[src/hdl/isa_pkg.sv]
// Architectural definitions shared by the rename stage and its testbench
// Register file geometry, data word and the issue and commit records
// Used by the RTL blocks and the testbench alike

`default_nettype none

package isa_pkg;

    localparam int XLEN    = 32;                  // Data width
    localparam int REG_NUM = 32;                  // Architectural registers including r0

    typedef logic [$clog2(REG_NUM)-1:0] reg_idx_t; // 5-bit register index
    typedef logic [XLEN-1:0]            word_t;

    // Instruction entering the stage, in program order
    typedef struct packed {
        reg_idx_t rd;   // Destination
        reg_idx_t rs1;  // First source
        reg_idx_t rs2;  // Second source
    } issue_req_t;

    // Retired result headed for the register file
    typedef struct packed {
        reg_idx_t rd;
        word_t    data;
    } commit_t;

endpackage

`default_nettype wire
[src/hdl/rob_pkg.sv]
// Reorder buffer definitions: depth, tags, entry states and the records
// exchanged between register status, ROB and operand resolution
// Builds on isa_pkg for register indexes and data words

`default_nettype none

package rob_pkg;

    localparam int ROB_DEPTH = 8;                    // Power of 2, pointers wrap freely

    typedef logic [$clog2(ROB_DEPTH)-1:0] rob_idx_t;  // 3-bit ROB tag
    typedef logic [$clog2(ROB_DEPTH):0]   busy_cnt_t; // 0 up to ROB_DEPTH writers

    typedef enum logic [1:0] {
        ROB_FREE    = 2'd0,  // Not allocated
        ROB_PENDING = 2'd1,  // Waiting for its result
        ROB_DONE    = 2'd2   // Result present, may retire
    } rob_state_e;

    // Status of one architectural register
    typedef struct packed {
        busy_cnt_t busy;     // In-flight writers
        rob_idx_t  rob_idx;  // Youngest writer
    } regstat_entry_t;

    typedef struct packed {
        rob_idx_t      tag;
        isa_pkg::word_t data;
    } wb_t;

    // Resolved source operand, tag only valid while not ready
    typedef struct packed {
        logic           ready;
        isa_pkg::word_t value;
        rob_idx_t       tag;
    } operand_t;

endpackage

`default_nettype wire

[src/hdl/operand_select.sv]
// Source operand resolution for the issuing instruction
// Each operand comes from the register file when nothing is in flight,
// from the ROB when its youngest writer has finished, or else as a tag to wait on

`timescale 1ns/1ns
`default_nettype none

module operand_select (
    input  wire rob_pkg::regstat_entry_t rs1_stat_i,
    input  wire rob_pkg::regstat_entry_t rs2_stat_i,

    input  wire rob_pkg::rob_state_e     rob_state1_i,
    input  wire rob_pkg::rob_state_e     rob_state2_i,
    input  wire isa_pkg::word_t          rob_value1_i,
    input  wire isa_pkg::word_t          rob_value2_i,

    input  wire isa_pkg::word_t          rf1_i,
    input  wire isa_pkg::word_t          rf2_i,

    output rob_pkg::rob_idx_t            rob_tag1_o,   // ROB lookup for rs1
    output rob_pkg::rob_idx_t            rob_tag2_o,   // ROB lookup for rs2
    output rob_pkg::operand_t            rs1_op_o,
    output rob_pkg::operand_t            rs2_op_o
);

    function automatic rob_pkg::operand_t resolve(
        input rob_pkg::regstat_entry_t stat,
        input rob_pkg::rob_state_e     rob_state,
        input isa_pkg::word_t          rob_value,
        input isa_pkg::word_t          rf_value
    );
        rob_pkg::operand_t op;
        op.tag = stat.rob_idx;                      // Only looked at while not ready
        if (stat.busy == '0) begin
            op.ready = 1'b1;
            op.value = rf_value;                    // Architectural value is current
        end else if (rob_state == rob_pkg::ROB_DONE) begin
            op.ready = 1'b1;
            op.value = rob_value;                   // Forward finished result
        end else begin
            op.ready = 1'b0;
            op.value = '0;
        end
        return op;
    endfunction

    // The youngest writer is the one that matters
    assign rob_tag1_o = rs1_stat_i.rob_idx;
    assign rob_tag2_o = rs2_stat_i.rob_idx;

    assign rs1_op_o = resolve(rs1_stat_i, rob_state1_i, rob_value1_i, rf1_i);
    assign rs2_op_o = resolve(rs2_stat_i, rob_state2_i, rob_value2_i, rf2_i);

endmodule

`default_nettype wire

[config.mk]
export PLATFORM = sky130hd
export DESIGN_NAME = operand_select
export DESIGN_NICKNAME = d
export VERILOG_FILES = /design/src/hdl/isa_pkg.sv /design/src/hdl/rob_pkg.sv /design/src/hdl/operand_select.sv
export SDC_FILE = /design/constraint.sdc
export NUM_CORES = 1
export LEC_CHECK = 0
export BUFFER_PORTS_ARGS = -buffer_cell sky130_fd_sc_hd__buf_2
export CORE_AREA = 2 2 86 88
export DETAILED_ROUTE_END_ITERATION = 16
export DIE_AREA = 0 0 88 90
export PLACE_DENSITY = 0.66
export SKIP_LAST_GASP = 1
export SLEW_MARGIN = 20
export SYNTH_ARGS = -nofsm -noshare
export SYNTH_HDL_FRONTEND = slang
export SYNTH_SLANG_ARGS = --single-unit
[constraint.sdc]
create_clock -name vclk -period 3.6
set_clock_uncertainty 0.1 [all_clocks]
set_input_delay 0.72 -clock vclk [all_inputs]
set_output_delay 0.72 -clock vclk [all_outputs]
set_load 0.03 [all_outputs]
# ---- After elaboration in Yosys (flattened, before gate mapping)
# Cells that the tools add are included.
dict set report totals {
  register_bits 0
  latch_bits 0
  ram_bits 0
  mem_bits_ro 0
  input_bits 146
  elab_cells 8
  n_memories 0
}
dict set report classes {
  addsub 0
  mul 0
  div 0
  order_cmp 0
  eq_ne 2
  shifts 0
  n_mux 4
  bitwise_logic 0
  reduce_logical 2
}
# operator count
set op_table {}
lappend op_table {{$mux W33} 4}
lappend op_table {{$logic_not A4 Y1} 2}
lappend op_table {{$eq A2 B2 Y1 const B} 2}

# ---- Depth between registers and ports, before layout
dict set report depth {
  ltp_word 3
  mapped_depth 4
  depth_no_buf 2
}

# ---- Worst setup path before layout
# OpenSTA, ideal clock, no wires.
dict set report synth_timing {
  path_type {input -> output}
  start {input port rs1_stat_i[4] in the netlist's numbering}
  end {output port rs1_op_o[10] in the netlist's numbering}
  arrival_ns 1.874
  t_required_ns 2.780
  setup_slack_ns 0.906
  path_stages 4
  path_buffers 2
  cell_sequence {or4_4 -> buf_6 -> buf_8 -> mux2_4}
}
# item line_no
set synth_lines {}
lappend synth_lines {{start: declaration} operand_select.sv:9} ;# input wire rob_pkg::regstat_entry_t rs1_stat_i,
lappend synth_lines {{end: declaration} operand_select.sv:22} ;# output rob_pkg::operand_t rs1_op_o,

==> metrics <==
area delta synth->final=50.8%; Filler cells=between 700 and 800; vias in the first global route=approximately 1900; post-detail-place hpwl=around 4.8 mm; Die Area=just under 0.008 mm^2; final wirelength=between 5 and 6 mm; core area=0.00702 mm^2; setup tns final=0 ns; crit path kind=in2out; fin crit period=just over 3 ns; Top Ports=~220; fin area=around 0.0027 mm^2; TritonRoute pass-1 iters=3; GR Util All Layers=0.125; Final period util=0.845; pre-CTS WS=between 0.5 and 0.6 ns; worst-margin pin slew=between 0.5 and 0.6 ns; layout cells sized above 1=0.800; DP Area=roughly 0.0027 mm^2; RSZ-0062 raised after global routing=no; clkbuf count=0; Reg area=0 um^2; Synthesis Warnings=0; P_leak=about 1.9 nW; hold endpoint=rob_tag1_o[1]; HP Class=in2out; data required time of the worst path=2.78 ns; Initial Utilization=0.255; post-synthesis sequential area ratio=0; Syn Area/Cell=10.8 um^2; CP Launch Type=input pin; Fmax achieved=approximately 330 MHz; FP Rows=31; setup ws final=0.557 ns; final sequential cell count=0; relative slew slack=0.607; Worst Hold Depth=0; Critical Path Source=rs1_stat_i[4]; PwrDens=about 120 mW/mm^2; # port buffers=a little over 200; final-stage net count=between 400 and 500; synthesized area=approximately 0.0018 mm^2; MaxCap Viol Count=0; maximum VDD drop=about 0.000060 V; RePlAce Congestion=between 0.7 and 0.8; status=completed; Die Span X=around 88 um; DRT antenna net count=0; global-route wire length before repair=approximately 8.3 mm; post-cts sizing count=0; largest net degree at the start of global routing=34; initial drt markers=10; Setup violations, final=0; worst hold start=rs1_stat_i[1]; Setup crit end kind=output port; wire per inst=~13 um; DRC violation count after routing=0; critical path arrival=around 2.2 ns; post-DR vias/cell=~4.3; initial antenna violation count=0; diodes inserted=0; DR vias=1908; post-cts hold buffer count=0; synthesized net count=312; aggregate global routing overflow=0; Die Ht=about 90 um; critical path peak fanout=33; Hold Violations, Final=0; Syn Inst Count=approximately 170; Post CTS Setup Buffer Count=0; Pins Over Slew Limit=0; number of distinct library cells after synthesis=10
layout by cell type, fill, tap and decap left out:
master   count
buf_2      206
and3b_1     64
mux2_4      58
mux2_2       6
or4_4        2
inv_1        2
o21ai_0      2
layer usage:
metal | GRT usage | routed length (um) | vias up
met5 | 0 | 0 | -
met4 | 0.0128 | 63 | 0
met3 | 0.0184 | 522 | 7
met2 | 0.266 | 3090 | 119
met1 | 0.124 | 1980 | 833
li1 | - | - | 949
critical path: stages:
cell and delay [ns]:
buf_2 0.10, or4_4 0.80, mux2_4 0.39, buf_2 0.18
layout make-up:
type,count,area [um^2],area share
Timing Repair Buffer,206,1030,0.383
Tap cell,99,124,0.0460
Inverter,2,7.51,0.00279
Multi-Input combinational cell,132,1530,0.569
Yosys cell counts:
master     n  area, um^2
and3b_1   64         561
buf_4     12        90.1
buf_6      2        22.5
buf_8      6        90.1
clkbuf_1  12        45.0
inv_1      2        7.51
mux2_2     6        67.6
mux2_4    58         871
o21ai_0    2        10.0
or4_4      2        22.5
per-stage QoR:
stage / utilization / instances / total power [W] / hold WS (ns)
after floorplan: - / 166 / 0.000227 / 1.47
after global placement: 0.384 / 439 / 0.000310 / 1.34
after detailed placement: 0.384 / 439 / 0.000314 / 1.34
after CTS: 0.384 / 439 / 0.000315 / 1.34
after global routing: 0.384 / 439 / 0.000333 / 1.34
final: 0.384 / 439 / 0.000311 / 1.34
cell families after synthesis:
| logic type | Yosys count | share of synthesized area |
|---|---|---|
| and+or+nand+nor | 66 | 0.326 |
| AOI/OAI and AO/OA | 2 | 0.00560 |
| buffers and inverters | 34 | 0.143 |
| muxes | 64 | 0.525 |
power by group:
group	total, W	internal [W]	leakage (nW)	switching (W)
Combinational	0.000311	0.000154	1.94	0.000157
Sequential	0	0	0	0
Clock	0	0	0	0
Total	0.000311	0.000154	1.94	0.000157
how the worst max path moves through the flow:
stage                   end  slack [ns]  cells past startpoint
2_1_floorplan  rs1_op_o[10]        0.91                      4
3_3_place_gp   rs1_op_o[20]        0.56                      4
3_5_place_dp   rs1_op_o[20]        0.55                      4
4_1_cts        rs1_op_o[23]        0.55                      4
5_1_grt        rs1_op_o[23]        0.53                      4
6_report       rs1_op_o[22]        0.56                      4
No activity file was read; power rests on OpenSTA's default activity.
